### src/logic/histo_consts.svh
`ifndef HISTO_CONSTS_SVH
`define HISTO_CONSTS_SVH

// array geometry
`define PIXEL_NUM    4
`define PIXEL_W      2
`define BIN_NUM      16
`define BIN_W        4              // bin = top bits of arrival time
`define TIME_W       8
`define COUNT_W      8
`define EVCNT_W      16
`define RAM_AW       (`PIXEL_W + `BIN_W)
`define RAM_DEPTH    (`PIXEL_NUM * `BIN_NUM)

// APB side
`define APB_AW       8
`define APB_DW       32
`define PEAK_CNT_LSB 8              // count field position in a peak register

`define REG_CTRL     8'h00
`define REG_EVCOUNT  8'h04
`define REG_STATUS   8'h08
`define REG_PEAK0    8'h10

`endif

### src/logic/apbPkg.sv
`include "histo_consts.svh"

package apbPkg;

    // master to slave
    typedef struct packed {
        logic              psel;
        logic              penable;
        logic              pwrite;
        logic [`APB_AW-1:0] paddr;
        logic [`APB_DW-1:0] pwdata;
    } apbReq_t;

    // slave to master
    typedef struct packed {
        logic [`APB_DW-1:0] prdata;
        logic              pready;
        logic              pslverr;
    } apbRsp_t;

endpackage

### src/logic/histoPkg.sv
`include "histo_consts.svh"

package histoPkg;

    typedef logic [`PIXEL_W-1:0] pixel_t;
    typedef logic [`TIME_W-1:0]  time_t;
    typedef logic [`BIN_W-1:0]   bin_t;
    typedef logic [`COUNT_W-1:0] count_t;
    typedef logic [`RAM_AW-1:0]  ramAddr_t;    // {pixel, bin}
    typedef logic [`EVCNT_W-1:0] evCount_t;

    typedef struct packed {
        pixel_t pixel;
        time_t  arrival;
    } event_t;

    typedef struct packed {
        bin_t   bin;
        count_t count;
    } peak_t;

    typedef enum logic [2:0] {IDLE, CLEAR, ACCUM, DRAIN, SCAN, DONE} engineState_t;

endpackage

### src/logic/apbRegs.sv
`include "histo_consts.svh"

module apbRegs import apbPkg::*, histoPkg::*; (
    input  logic     clk,
    input  logic     res,
    input  apbReq_t  apbReq,
    output apbRsp_t  apbRsp,
    output logic     start,
    output evCount_t evTarget,
    input  logic     busy,
    input  logic     runDone,
    input  logic     peakWe,
    input  pixel_t   peakPixel,
    input  peak_t    peakData
);

    peak_t              peakReg [`PIXEL_NUM];
    logic               access;
    logic               wrAccess;
    logic               hit;
    logic               peakHit;
    logic [`APB_AW-1:0] peakOfs;
    pixel_t             peakSel;

    assign access   = apbReq.psel && apbReq.penable;   // zero wait states
    assign wrAccess = access && apbReq.pwrite;

    // peak window, one word per pixel
    assign peakOfs = apbReq.paddr - `REG_PEAK0;
    assign peakHit = (apbReq.paddr >= `REG_PEAK0) && (peakOfs < 4 * `PIXEL_NUM)
                     && (peakOfs[1:0] == 2'b00);
    assign peakSel = pixel_t'(peakOfs >> 2);

    assign start = wrAccess && (apbReq.paddr == `REG_CTRL) && apbReq.pwdata[0] && !busy;

    always_comb begin
        hit           = 1'b1;
        apbRsp.prdata = '0;
        if (peakHit) begin
            apbRsp.prdata[`BIN_W-1:0]                = peakReg[peakSel].bin;
            apbRsp.prdata[`PEAK_CNT_LSB +: `COUNT_W] = peakReg[peakSel].count;
        end else begin
            case (apbReq.paddr)
                `REG_CTRL:    apbRsp.prdata = '0;   // start bit self clears
                `REG_EVCOUNT: apbRsp.prdata = `APB_DW'(evTarget);
                `REG_STATUS:  apbRsp.prdata = `APB_DW'({runDone, busy});
                default:      hit = 1'b0;
            endcase
        end
        if (!access) begin
            apbRsp.prdata = '0;
        end
        apbRsp.pready  = 1'b1;
        apbRsp.pslverr = access && !hit;
    end

    always_ff @(posedge clk or negedge res) begin
        if (!res) begin
            evTarget <= '0;
            for (int p = 0; p < `PIXEL_NUM; p++) begin
                peakReg[p] <= '0;
            end
        end else begin
            if (wrAccess && apbReq.paddr == `REG_EVCOUNT) begin
                evTarget <= apbReq.pwdata[`EVCNT_W-1:0];
            end
            if (peakWe) begin
                peakReg[peakPixel] <= peakData;   // held until the next scan
            end
        end
    end

endmodule

### src/logic/binRam.sv
`include "histo_consts.svh"

module binRam import histoPkg::*; (
    input  logic     clk,
    input  logic     wrEn,
    input  ramAddr_t wrAddr,
    input  count_t   wrData,
    input  ramAddr_t rdAddr,
    output count_t   rdData
);

    count_t mem [`RAM_DEPTH];

    always_ff @(posedge clk) begin
        if (wrEn) begin
            mem[wrAddr] <= wrData;
        end
    end

    // read port returns old data on a same-cycle write
    always_ff @(posedge clk) begin
        rdData <= mem[rdAddr];
    end

endmodule

### src/logic/histoEngine.sv
`include "histo_consts.svh"

module histoEngine import histoPkg::*; (
    input  logic     clk,
    input  logic     res,
    input  logic     start,
    input  evCount_t evTarget,
    input  logic     evValid,
    input  event_t   evData,
    output logic     evReady,
    output logic     wrEn,
    output ramAddr_t wrAddr,
    output count_t   wrData,
    output ramAddr_t rdAddr,
    input  count_t   rdData,
    output logic     busy,
    output logic     runDone,
    output logic     peakWe,
    output pixel_t   peakPixel,
    output peak_t    peakData
);

    engineState_t state;
    ramAddr_t     addrCnt;      // clear address, later scan read address
    evCount_t     evCnt;
    logic         scanTail;     // last cycle of a pixel, no read issued

    // read-modify-write pipeline
    logic     pendValid;        // event read last cycle, write due now
    ramAddr_t pendAddr;
    logic     fwdValid;         // copy of the previous accumulate write
    ramAddr_t fwdAddr;
    count_t   fwdData;

    // peak search
    logic   cmpValid;
    bin_t   cmpBin;
    count_t maxCount;
    bin_t   maxBin;

    logic     take;
    logic     lastEvent;
    logic     lastBin;
    logic     lastPixel;
    ramAddr_t evAddr;
    count_t   baseCount;
    count_t   incCount;
    logic     newMax;
    peak_t    cand;

    assign evReady   = (state == ACCUM);
    assign take      = evValid && evReady;
    assign evAddr    = {evData.pixel, evData.arrival[`TIME_W-1 -: `BIN_W]};
    assign lastEvent = (evCnt == evCount_t'(evTarget - 1'b1));
    assign lastBin   = (addrCnt[`BIN_W-1:0] == bin_t'(`BIN_NUM - 1));
    assign lastPixel = (addrCnt[`RAM_AW-1:`BIN_W] == pixel_t'(`PIXEL_NUM - 1));

    // bypass the memory when the previous write hit the same bin
    assign baseCount = (fwdValid && fwdAddr == pendAddr) ? fwdData : rdData;
    assign incCount  = (baseCount == '1) ? baseCount : count_t'(baseCount + 1'b1);

    assign wrEn   = (state == CLEAR) || pendValid;
    assign wrAddr = (state == CLEAR) ? addrCnt : pendAddr;
    assign wrData = (state == CLEAR) ? '0 : incCount;
    assign rdAddr = (state == ACCUM) ? evAddr : addrCnt;

    // bin 0 always restarts the maximum, later bins need a strictly larger count
    assign newMax     = (cmpBin == '0) || (rdData > maxCount);
    assign cand.bin   = newMax ? cmpBin : maxBin;
    assign cand.count = newMax ? rdData : maxCount;

    assign peakWe    = (state == SCAN) && scanTail;
    assign peakPixel = addrCnt[`RAM_AW-1:`BIN_W];
    assign peakData  = cand;   // includes bin 15 arriving in the tail cycle

    assign busy    = (state != IDLE) && (state != DONE);
    assign runDone = (state == DONE);

    always_ff @(posedge clk or negedge res) begin
        if (!res) begin
            state     <= IDLE;
            addrCnt   <= '0;
            evCnt     <= '0;
            scanTail  <= 1'b0;
            pendValid <= 1'b0;
            fwdValid  <= 1'b0;
            cmpValid  <= 1'b0;
        end else begin
            pendValid <= take;
            fwdValid  <= pendValid;
            cmpValid  <= (state == SCAN) && !scanTail;
            case (state)
                IDLE, DONE: begin
                    if (start) begin
                        state   <= CLEAR;
                        addrCnt <= '0;
                        evCnt   <= '0;
                    end
                end
                CLEAR: begin
                    addrCnt <= addrCnt + 1'b1;   // wraps back to 0 for scan
                    if (addrCnt == '1) begin
                        state <= (evTarget == '0) ? SCAN : ACCUM;
                    end
                end
                ACCUM: begin
                    if (take) begin
                        evCnt <= evCnt + 1'b1;
                        if (lastEvent) begin
                            state <= DRAIN;
                        end
                    end
                end
                DRAIN: begin
                    state <= SCAN;   // last write goes out here
                end
                SCAN: begin
                    if (scanTail) begin
                        scanTail <= 1'b0;
                        addrCnt  <= addrCnt + 1'b1;
                        if (lastPixel) begin
                            state <= DONE;
                        end
                    end else if (lastBin) begin
                        scanTail <= 1'b1;
                    end else begin
                        addrCnt <= addrCnt + 1'b1;
                    end
                end
                default: begin
                    state <= IDLE;
                end
            endcase
        end
    end

    always_ff @(posedge clk) begin
        pendAddr <= evAddr;
        fwdAddr  <= pendAddr;
        fwdData  <= incCount;
        cmpBin   <= addrCnt[`BIN_W-1:0];
        if (cmpValid) begin
            maxCount <= cand.count;
            maxBin   <= cand.bin;
        end
    end

endmodule

### src/logic/histoTop.sv
module histoTop import apbPkg::*, histoPkg::*; (
    input  logic    clk,
    input  logic    res,
    input  apbReq_t apbReq,
    output apbRsp_t apbRsp,
    input  logic    evValid,
    input  event_t  evData,
    output logic    evReady
);

    // control path
    logic     start;
    evCount_t evTarget;
    logic     busy;
    logic     runDone;
    logic     peakWe;
    pixel_t   peakPixel;
    peak_t    peakData;

    // bin memory ports
    logic     wrEn;
    ramAddr_t wrAddr;
    count_t   wrData;
    ramAddr_t rdAddr;
    count_t   rdData;

    apbRegs regs_i (
        .clk       (clk),
        .res       (res),
        .apbReq    (apbReq),
        .apbRsp    (apbRsp),
        .start     (start),
        .evTarget  (evTarget),
        .busy      (busy),
        .runDone   (runDone),
        .peakWe    (peakWe),
        .peakPixel (peakPixel),
        .peakData  (peakData)
    );

    histoEngine engine_i (
        .clk       (clk),
        .res       (res),
        .start     (start),
        .evTarget  (evTarget),
        .evValid   (evValid),
        .evData    (evData),
        .evReady   (evReady),
        .wrEn      (wrEn),
        .wrAddr    (wrAddr),
        .wrData    (wrData),
        .rdAddr    (rdAddr),
        .rdData    (rdData),
        .busy      (busy),
        .runDone   (runDone),
        .peakWe    (peakWe),
        .peakPixel (peakPixel),
        .peakData  (peakData)
    );

    binRam ram_i (
        .clk    (clk),
        .wrEn   (wrEn),
        .wrAddr (wrAddr),
        .wrData (wrData),
        .rdAddr (rdAddr),
        .rdData (rdData)
    );

endmodule

### config.mk
export PLATFORM = sky130hd
export DESIGN_NAME = histoTop
export DESIGN_NICKNAME = d
export VERILOG_FILES = /design/src/logic/apbPkg.sv /design/src/logic/histoPkg.sv /design/src/logic/apbRegs.sv /design/src/logic/binRam.sv /design/src/logic/histoEngine.sv /design/src/logic/histoTop.sv
export VERILOG_INCLUDE_DIRS = /design/src /design/src/logic
export SDC_FILE = /design/constraint.sdc
export NUM_CORES = 1
export LEC_CHECK = 0
export BUFFER_PORTS_ARGS = -buffer_cell sky130_fd_sc_hd__buf_2
export CAP_MARGIN = 20
export CORE_MARGIN = 3
export CORE_UTILIZATION = 67
export DETAILED_ROUTE_END_ITERATION = 8
export PLACE_DENSITY = 0.87
export SLEW_MARGIN = 20
export SYNTH_ARGS = -nofsm -noshare
export SYNTH_HDL_FRONTEND = slang
export SYNTH_SLANG_ARGS = --single-unit
### constraint.sdc
create_clock -name clk -period 9.8 [get_ports clk]
set_input_delay 0.98 -clock clk [delete_from_list [all_inputs] [get_ports clk]]
set_output_delay 0.98 -clock clk [all_outputs]
set_load 0.03 [all_outputs]
== After elaboration in Yosys (flattened, before gate mapping) ==
Memory sizes are Yosys's and may differ from the RTL's. A register that Yosys moved wholly into a read port is not among the register bits.
Index checks and enable logic that the tools add are counted.

* Memories: 1
* Input bits: 56
* Output and inout bits: 35
* Bits in writable memories: 512
* Register bits after elaboration: 129

* $lt $le $gt $ge: 6
* $add $sub $neg: 5
* Bitwise operators: 2
* Multiplexer cells: 39
* Equality and inequality tests: 21
* Reductions and logical operators: 33

{| class="wikitable"
|+ Memories
! memory !! depth !! bits a word !! read ports !! clocked after Yosys merged registers in !! wr ports !! RTL line !! source
|-
| ram_i.mem || 64 || 8 || 1 || 1 || 1 || binRam.sv:12 || <nowiki>count_t mem [`RAM_DEPTH];</nowiki>
|}

{| class="wikitable"
|+ Operators with widths
! kind !! number
|-
| 16-bit case mux with 2 select lines || 2
|-
| 48-bit bitwise mux || 1
|-
| 16-bit two-way mux || 3
|-
| 8-bit two-way mux || 5
|-
| 12-bit two-way mux || 3
|-
| 6-bit two-way mux || 5
|-
| 12-bit binary-select mux with 2-bit select || 1
|-
| 12-bit demux with 2-bit select || 1
|-
| 3-bit two-way mux || 7
|-
| 6-bit case mux with 3 select lines || 1
|-
| 16-bit by 1-bit adder with 16-bit output (second input constant) || 1
|-
| 16-bit equality test || 1
|-
| 16-bit logical NOT || 1
|-
| 16-bit by 1-bit subtractor with 16-bit output (second input constant) || 1
|-
| 1-bit logical AND || 15
|-
| 3-bit case mux with 5 select lines || 1
|-
| 4-bit two-way mux || 3
|-
| 8-bit by 1-bit adder with 8-bit output (second input constant) || 1
|-
| 8-bit by 3-bit equality test with 1-bit output (second input constant) || 1
|-
| 8-bit by 4-bit equality test with 1-bit output (second input constant) || 1
|-
| 8-bit equality test (second input constant) || 1
|-
| 8-bit by 5-bit >= comparator with 1-bit output (second input constant) || 1
|-
| 8-bit greater-than comparator || 1
|-
| 8-bit logical NOT || 1
|-
| other kinds (29) || 47
|}

== Logic depth before layout (Yosys ltp) ==
Gate-level depths: netlist of run 1.

* Depth in word-level cells: 7
* Depth in mapped cells: 13
* Gate-level depth less buffers: 11

== By module ==
From an unflattened synthesis of run 1, not the netlist that was laid out.

* Cells, all modules: 1604
* Area total of the unflattened synthesis: 27288.7 µm²

{| class="wikitable"
|+ Modules (own cells, without submodules)
! module !! cells an instance !! seq. area each (µm²) !! times used !! area each (µm²)
|-
| binRam || 940 || 15534.9 || 1 || 20166.8
|-
| histoEngine || 419 || 1566.5 || 1 || 3901.2
|-
| apbRegs || 245 || 1601.5 || 1 || 3220.6
|}

== Worst setup path after synthesis of run 1 ==
Ideal clock, no wire load.

* Path type: reg2reg
* From: register engine_i.pendAddr[0]
* To: memory ram_i.mem[0][4] in the netlist's numbering (data pin)
* Required time: 9.252 ns
* Period minus slack after synthesis: 4.642 ns
* Slack: 5.158 ns
* Cell stages (with the launch flop): 12
* Arrival time: 4.094 ns
* Cell sequence: dfxtp_1 > xnor2_1 > nand4_1 > nor4_4 > buf_2 > mux2i_1 > inv_1 > ha_1 > clkbuf_1 > nand4_1 > a31o_2 > a21oi_1

* Cells in the longest elaborated chain, start to end: 6

{| class="wikitable"
|+ RTL lines
! item !! RTL line !! source
|-
| from (decl) || histoEngine.sv:30 || <nowiki>ramAddr_t pendAddr;</nowiki>
|-
| from (signal assigned) || histoEngine.sv:138 || <nowiki>pendAddr <= evAddr;</nowiki>
|-
| 6-bit equality test (*) || histoEngine.sv:59 || <nowiki>assign baseCount = (fwdValid && fwdAddr == pendAddr) ? fwdData : rdData;</nowiki>
|-
| 1-bit logical AND (*) || histoEngine.sv:59 ||
|-
| 8-bit two-way mux (*) || histoEngine.sv:59 ||
|-
| 8-bit by 1-bit adder with 8-bit output / 8-bit equality test (equally long branches) || histoEngine.sv:60 || <nowiki>assign incCount = (baseCount == '1) ? baseCount : count_t'(baseCount + 1'b1);</nowiki>
|-
| 8-bit two-way mux (*) || histoEngine.sv:60 ||
|-
| 8-bit two-way mux (*) || histoEngine.sv:64 || <nowiki>assign wrData = (state == CLEAR) ? '0 : incCount;</nowiki>
|-
| via engine_i.wrData[4] || histoEngine.sv:13 || <nowiki>output count_t wrData,</nowiki>
|-
| to (decl) || binRam.sv:12 ||
|}

Mark *: on every way through the listed nets, which the timed path passes. The rest lies on a longest branch.

== Final worst setup path of run 1 ==
* From: register engine_i.state[2]
* To: register ram_i.rdData[5], read port of ram_i.mem

* Cells in the longest elaborated chain, start to end: 2

{| class="wikitable"
|+ RTL lines
! item !! RTL line !! source
|-
| from (decl) || histoEngine.sv:23 || <nowiki>engineState_t state;</nowiki>
|-
| from (signal assigned) || histoEngine.sv:103 || <nowiki>state <= (evTarget == '0) ? SCAN : ACCUM;</nowiki>
|-
| 3-bit by 2-bit equality test with 1-bit output || histoEngine.sv:65 || <nowiki>assign rdAddr = (state == ACCUM) ? evAddr : addrCnt;</nowiki>
|-
| 6-bit two-way mux || histoEngine.sv:65 ||
|-
| to (decl) || binRam.sv:9 || <nowiki>output count_t rdData</nowiki>
|}

Every way passes these cells.
A chain may end at the register's enable or synchronous reset.

==> results.md, run 1 <==
- Critical Path Fanout Max: 56
- CP required: 10360 ps
- Io pins: 91
- Synth Warn #: 0
- TritonCTS clock tree: built
- Die width: just over 200 µm
- GRT Total Usage: 30.6%
- Most frequent cells in the layout: edfxtp_1 (524), nand2_1 (503), nor2_1 (118)
- # DRC: 0
- Clock root cell: clkbuf_16
- Hold Crit Class: primary input to asynchronous set/reset pin
- FP Rows: 73
- Slowest stage delay, CP: ~940 ps
- CP endpoint kind: register
- CTS Hold Bufs: 0
- Post-Syn Area: approximately 27000 µm²
- Critical Path Source Type: register
- F_max: roughly 200 MHz
- Setup TNS: 0 ps
- Area of the multi-input gates: around 8000 µm²
- Max stage delay cell, worst path: a2111oi_0
- Asr flop ratio synth: approximately 14%
- Sequential area share after synthesis: 68.5%
- Power Density: 201 nW/µm²
- Layout area overhead: 9.64%
- Grt ovf: 0
- Final nets: 2253
- First-pass detailed-route iteration total: 7
- Outcome: finished, final reports clean
- Dpl cells: 2647
- Min cycle time layout: 5080 ps
- Most common cell after layout, fill and taps aside: edfxtp_1
- Clk buf depth: 3
- Pwr Total: 6.02 mW
- Routed wire length: around 67000 µm
- DRT iter0 DRCs: 2925
- CTS HTree Levels: 2
- CTS buffer count: just over 60
- Port buffer count: 53
- Final core occ: 74.8%
- Worst slew margin: between 20% and 30%
- Unrepaired setup endpoints after global routing: false
- Max_cap viols: 0
- CP Cell Sequence: or3b_1 > clkinv_4 > mux2_4 > buf_4 > buf_4 > nand2_1 > and3_1 > a2111oi_0 > a31oi_1 > nand4_1
- Largest net degree at the start of global routing: 106
- Main synth FF type: edfxtp_1
- Vias: 18522
- Final Wtd Congestion: between 0.9 and 1
- Core box area: 40000 µm²
- Vias in the first global route: 18113
- DIE HEIGHT: 208 µm
- Most common cell on crit path: buf_4
- Post-cts resize count: 0
- Final std cells w/o fill: roughly 2800
- Vias per inst: about 6.7
- Post-DP HPWL: between 30000 and 40000 µm
- Mean Syn Cell Area: 12.7 µm²
- First-pass GRT wire length: 103000 µm
- Worst vdd ir: 0.154 mV
- Worst skew pair latency: 660 ps
- Crit path DAT: 5640 ps
- Static leakage: ~11 nW
- Max-slew violations: 0
- Max Clock Skew: around 44 ps
- Worst-Margin Slew: ~1100 ps
- Final setup vio count: 0
- Number of flops mapped to enable cells by yosys: 524
- Yosys reg bits: 649
- Storage cell area: 18700 µm²
- Gate Count Post-Synth: 2156
- Fin crit share: 51.8%
- Initial antenna violation count: 1
- Fillers: 2277
- Post-CTS Setup Repair Bufs: 0
- Initial Utilization: 68.3%
- CTS sink cnt: between 600 and 700
- Final Hold Vio Count: 0
- Share of cells above drive strength 1: ~11%
- Unique masters post-synth: 68
- Final ANT Viol Nets: 0
- Routed wire per std cell: about 24 µm
- Setup CP Type: register to register
- Clk pin slew, worst setup/hold paths: 60 ps
- Die footprint: 43200 µm²
Yosys cell counts (39+ instances only):
master,instances,share of area (%)
a31oi_1,67,1.5
nand2_1,503,6.9
nor2_1,119,1.6
o21ai_0,66,1.2
a21oi_1,39,0.71
clkbuf_1,55,0.76
edfxtp_1,524,58
nand3_1,104,1.9
mux2i_1,68,2.5
a32oi_1,55,1.8
dfrtp_1,93,8.5
cell type report:
type | instances | share of cell area [%]
Sequential cell | 649 | 62.5
Multi-Input combinational cell | 1371 | 26.7
Inverter | 24 | 0.318
Antenna cell | 2 | 0.0167
Tap cell | 525 | 2.19
Clock inverter | 41 | 1.32
Timing Repair Buffer | 78 | 1.55
Clock buffer | 75 | 5.44
sequential cells by signal, summed over array words and instances (netlist names):
register / flops
regs_i.peakReg: 48
engine_i.fwdValid: 1
engine_i.scanTail: 1
ram_i.rdData: 8
engine_i.fwdAddr: 6
engine_i.addrCnt: 6
engine_i.pendAddr: 6
engine_i.cmpValid: 1
engine_i.maxBin: 4
engine_i.pendValid: 1
engine_i.fwdData: 8
engine_i.cmpBin: 4
regs_i.evTarget: 16
ram_i.mem: 512
engine_i.evCnt: 16
engine_i.state: 3
engine_i.maxCount: 8
through the flow:
step,hold WS (ps),setup slack [ps],area [µm²]
after global placement,376,5040,27900
after CTS,160,4900,29900
after floorplan,363,5160,27400
after detailed placement,384,4950,27900
after global routing,176,4470,29900
final,182,4720,29900
critical path: cells and delay by family (launching register included):
| kind | cells | cell delay, ps |
|---|---|---|
| buffers and inverters | 3 | 1520 |
| and+or+nand+nor | 4 | 1120 |
| AOI/OAI and AO/OA | 2 | 1020 |
| DFF | 1 | 650 |
| muxes | 1 | 620 |
kinds of logic after synthesis:
logic type | after synthesis | share of synthesized area [%]
compound gates | 302 | 7.52
xor+xnor | 42 | 1.35
fa+ha+maj | 12 | 0.550
buf+inv | 151 | 2.77
flops | 649 | 68.5
mux | 119 | 5.12
other cells | 2 | 0.0275
simple gates | 879 | 14.2
layer usage:
metal	wire (µm)	GRT usage, %	vias to the layer above
li1	-	-	7991
met1	24200	40.5	8993
met2	32500	49.7	1281
met3	7230	6.26	255
met4	3360	13.9	2
met5	13	0	-
final timing paths:
check                                          start                   to  slack (ps)  cells past startpoint
worst max-delay path               engine_i.state[2]      ram_i.rdData[5]        4720                     10
worst min-delay path                             res   regs_i.peakReg[18]         180                      1
worst max register to register     engine_i.state[2]      ram_i.rdData[5]        4720                     10
worst min register to register  engine_i.pendAddr[2]  engine_i.fwdAddr[2]         390                      0
max in group asynchronous                        res    engine_i.evCnt[7]        8650                      2
min in group clk                engine_i.pendAddr[2]  engine_i.fwdAddr[2]         390                      0
power breakdown:
part / internal [mW] / switching (mW) / total, mW
combinational: 0.115 / 0.356 / 0.472
sequential: 3.14 / 0.0440 / 3.18
clock: 1.32 / 1.04 / 2.36
No activity file was read; power rests on OpenSTA's default activity.
==> run 2, diff against run 1 <==
- CORE_UTILIZATION: 67 -> 56
- PLACE_DENSITY: 0.87 -> 0.78
- clock period: 9.8 -> 4.6 ns (I/O delays scaled with it)
==> results.md, run 2 (same netlist as run 1, synthesis figures left out) <==
- First-pass detailed-route iteration total: 5 (-2)
- DRT iter0 DRCs: 2288 (-22%)
- Clk buf depth: 3 (unchanged)
- Vias in the first global route: 17438 (-3.7%)
- Worst vdd ir: 0.281 mV (+83%)
- Die footprint: 51500 µm² (+19%)
- Routed wire per std cell: 22.8 µm (-6.2%)
- Setup CP Type: register to register
- Crit path DAT: 4230 ps (-1410 ps)
- Most common cell after layout, fill and taps aside: edfxtp_1
- Worst slew margin: 29.8% (+6.4 points)
- Io pins: 91 (unchanged)
- Outcome: finished, final reports clean
- Top Registers: ram_i.mem: 512 flops, regs_i.peakReg: 48 flops
- Most flops, register: ram_i.mem
- Hold Crit Class: primary input to register
- Largest net degree at the start of global routing: 106 (unchanged)
- Post-DP HPWL: 41100 µm (+3.0%)
- Vias per inst: 6.28 (-6.3%)
- Fin crit share: 86.8% (+35 points)
- FP Rows: 80 (+9.6%)
- # DRC: 0 (unchanged)
- CTS HTree Levels: 3 (+1)
- CTS sink cnt: 649 (unchanged)
- Final nets: 2303 (+2.2%)
- CTS buffer count: 66 (+8.2%)
- Core box area: 47900 µm² (+20%)
- Post-cts resize count: 0 (unchanged)
- Worst-Margin Slew: 1050 ps (-67.1 ps)
- Max reg flops: 512 (unchanged)
- Initial Utilization: 57.0% (-11 points)
- Critical Path Source Type: register
- Layout area overhead: 11.9%
- Die width: 227 µm (+9.1%)
- Unrepaired setup endpoints after global routing: false
- Clock root cell: clkbuf_16
- Setup TNS: 0 ps (unchanged)
- Critical Path Fanout Max: 21 (-63%)
- Routed wire length: 66300 µm (-1.5%)
- Final ANT Viol Nets: 0 (unchanged)
- CP required: 4840 ps (-5520 ps)
- Share of cells above drive strength 1: 12.5% (+1.3 points)
- Vias: 18235 (-1.5%)
- Max-slew violations: 0 (unchanged)
- Min cycle time layout: 4000 ps (-1080 ps)
- Final Hold Vio Count: 0 (unchanged)
- Most frequent cells in the layout: edfxtp_1 (524), nand2_1 (503), nor2_1 (118)
- Grt ovf: 0 (unchanged)
- Port buffer count: 53 (unchanged)
- First-pass GRT wire length: 100000 µm (-2.3%)
- Max Clock Skew: 29.0 ps (-15.4 ps)
- Power Density: 427 nW/µm² (+110%)
- Final Wtd Congestion: 0.911 (-0.47%)
- Static leakage: 11.2 nW (+2.8%)
- Final setup vio count: 0 (unchanged)
- Final core occ: 63.8% (-11 points)
- DIE HEIGHT: 227 µm (+9.1%)
- GRT Total Usage: 25.8% (-4.8 points)
- TritonCTS clock tree: built
- Initial antenna violation count: 3 (+2)
- F_max: 250 MHz (+27%)
- CP endpoint kind: register
- Max_cap viols: 0 (unchanged)
- Worst skew pair latency: 620 ps (-40 ps)
- Clk pin slew, worst setup/hold paths: 60 ps (about the same)
==> run 2: layout make-up <==
cell class | instances | area, µm²
diodes | 1 | 2.50
clock buffers | 87 | 1810
clock inverters | 34 | 305
fillers | 3373 | 17400
inverters | 24 | 95.1
multi-input cells | 1371 | 7990
flip-flops and latches | 649 | 18700
well taps | 615 | 769
repair buffers | 123 | 891
==> run 2: repair_timing <==
item                      4_1_cts  5_1_grt
hold endpoints to repair       52        0
hold buffers                    4        0
setup buffers                   0        0
==> run 2: critical path, stage by stage, from the launching register on <==
cell and delay [ps]:
dfrtp_1 560, nor2b_1 330, nand2b_1 490, o21ai_0 720, nand3_1 730, nor2_1 790
==> run 2: through the flow <==
step                      power [mW]  instances  area, µm²  setup WS (ps)  hold slack (ps)
final                           13.1       2904      30600            605             80.4
after global placement          7.88       2778      28400            933              385
after global routing            13.4       2903      30600            413             59.6
after CTS                       13.1       2903      30600            762             49.8
after floorplan                 7.49       2171      27400           11.2              164
after detailed placement        7.93       2778      28400            758              383
==> run 2: worst paths after layout <==
path	endpoint	cells past startpoint	startpoint	slack, ps
setup / recovery	ram_i.mem[5][3]	5	engine_i.state[0]	600
hold / removal	engine_i.pendAddr[1]	1	evData[5]	80
setup reg to reg	ram_i.mem[5][3]	5	engine_i.state[0]	600
hold reg to reg	engine_i.fwdAddr[2]	0	engine_i.pendAddr[2]	390
max in group asynchronous	engine_i.evCnt[13]	3	res	3130
min in group asynchronous	regs_i.peakReg[14]	2	res	430
==> run 2: routing by layer <==
layer	GRT usage [%]	part of all wire (%)	vias up
met3	5.37	9.0	218
met1	33.8	38	8935
met2	41.9	48	988
met5	0	0.041	-
li1	-	-	8090
met4	11.6	4.9	4
==> run 2: power by group <==
group / internal, mW / leakage (nW) / switching (mW)
clock: 3.02 / 1.04 / 2.20
combinational: 0.289 / 3.89 / 0.767
sequential: 6.69 / 6.23 / 0.0904
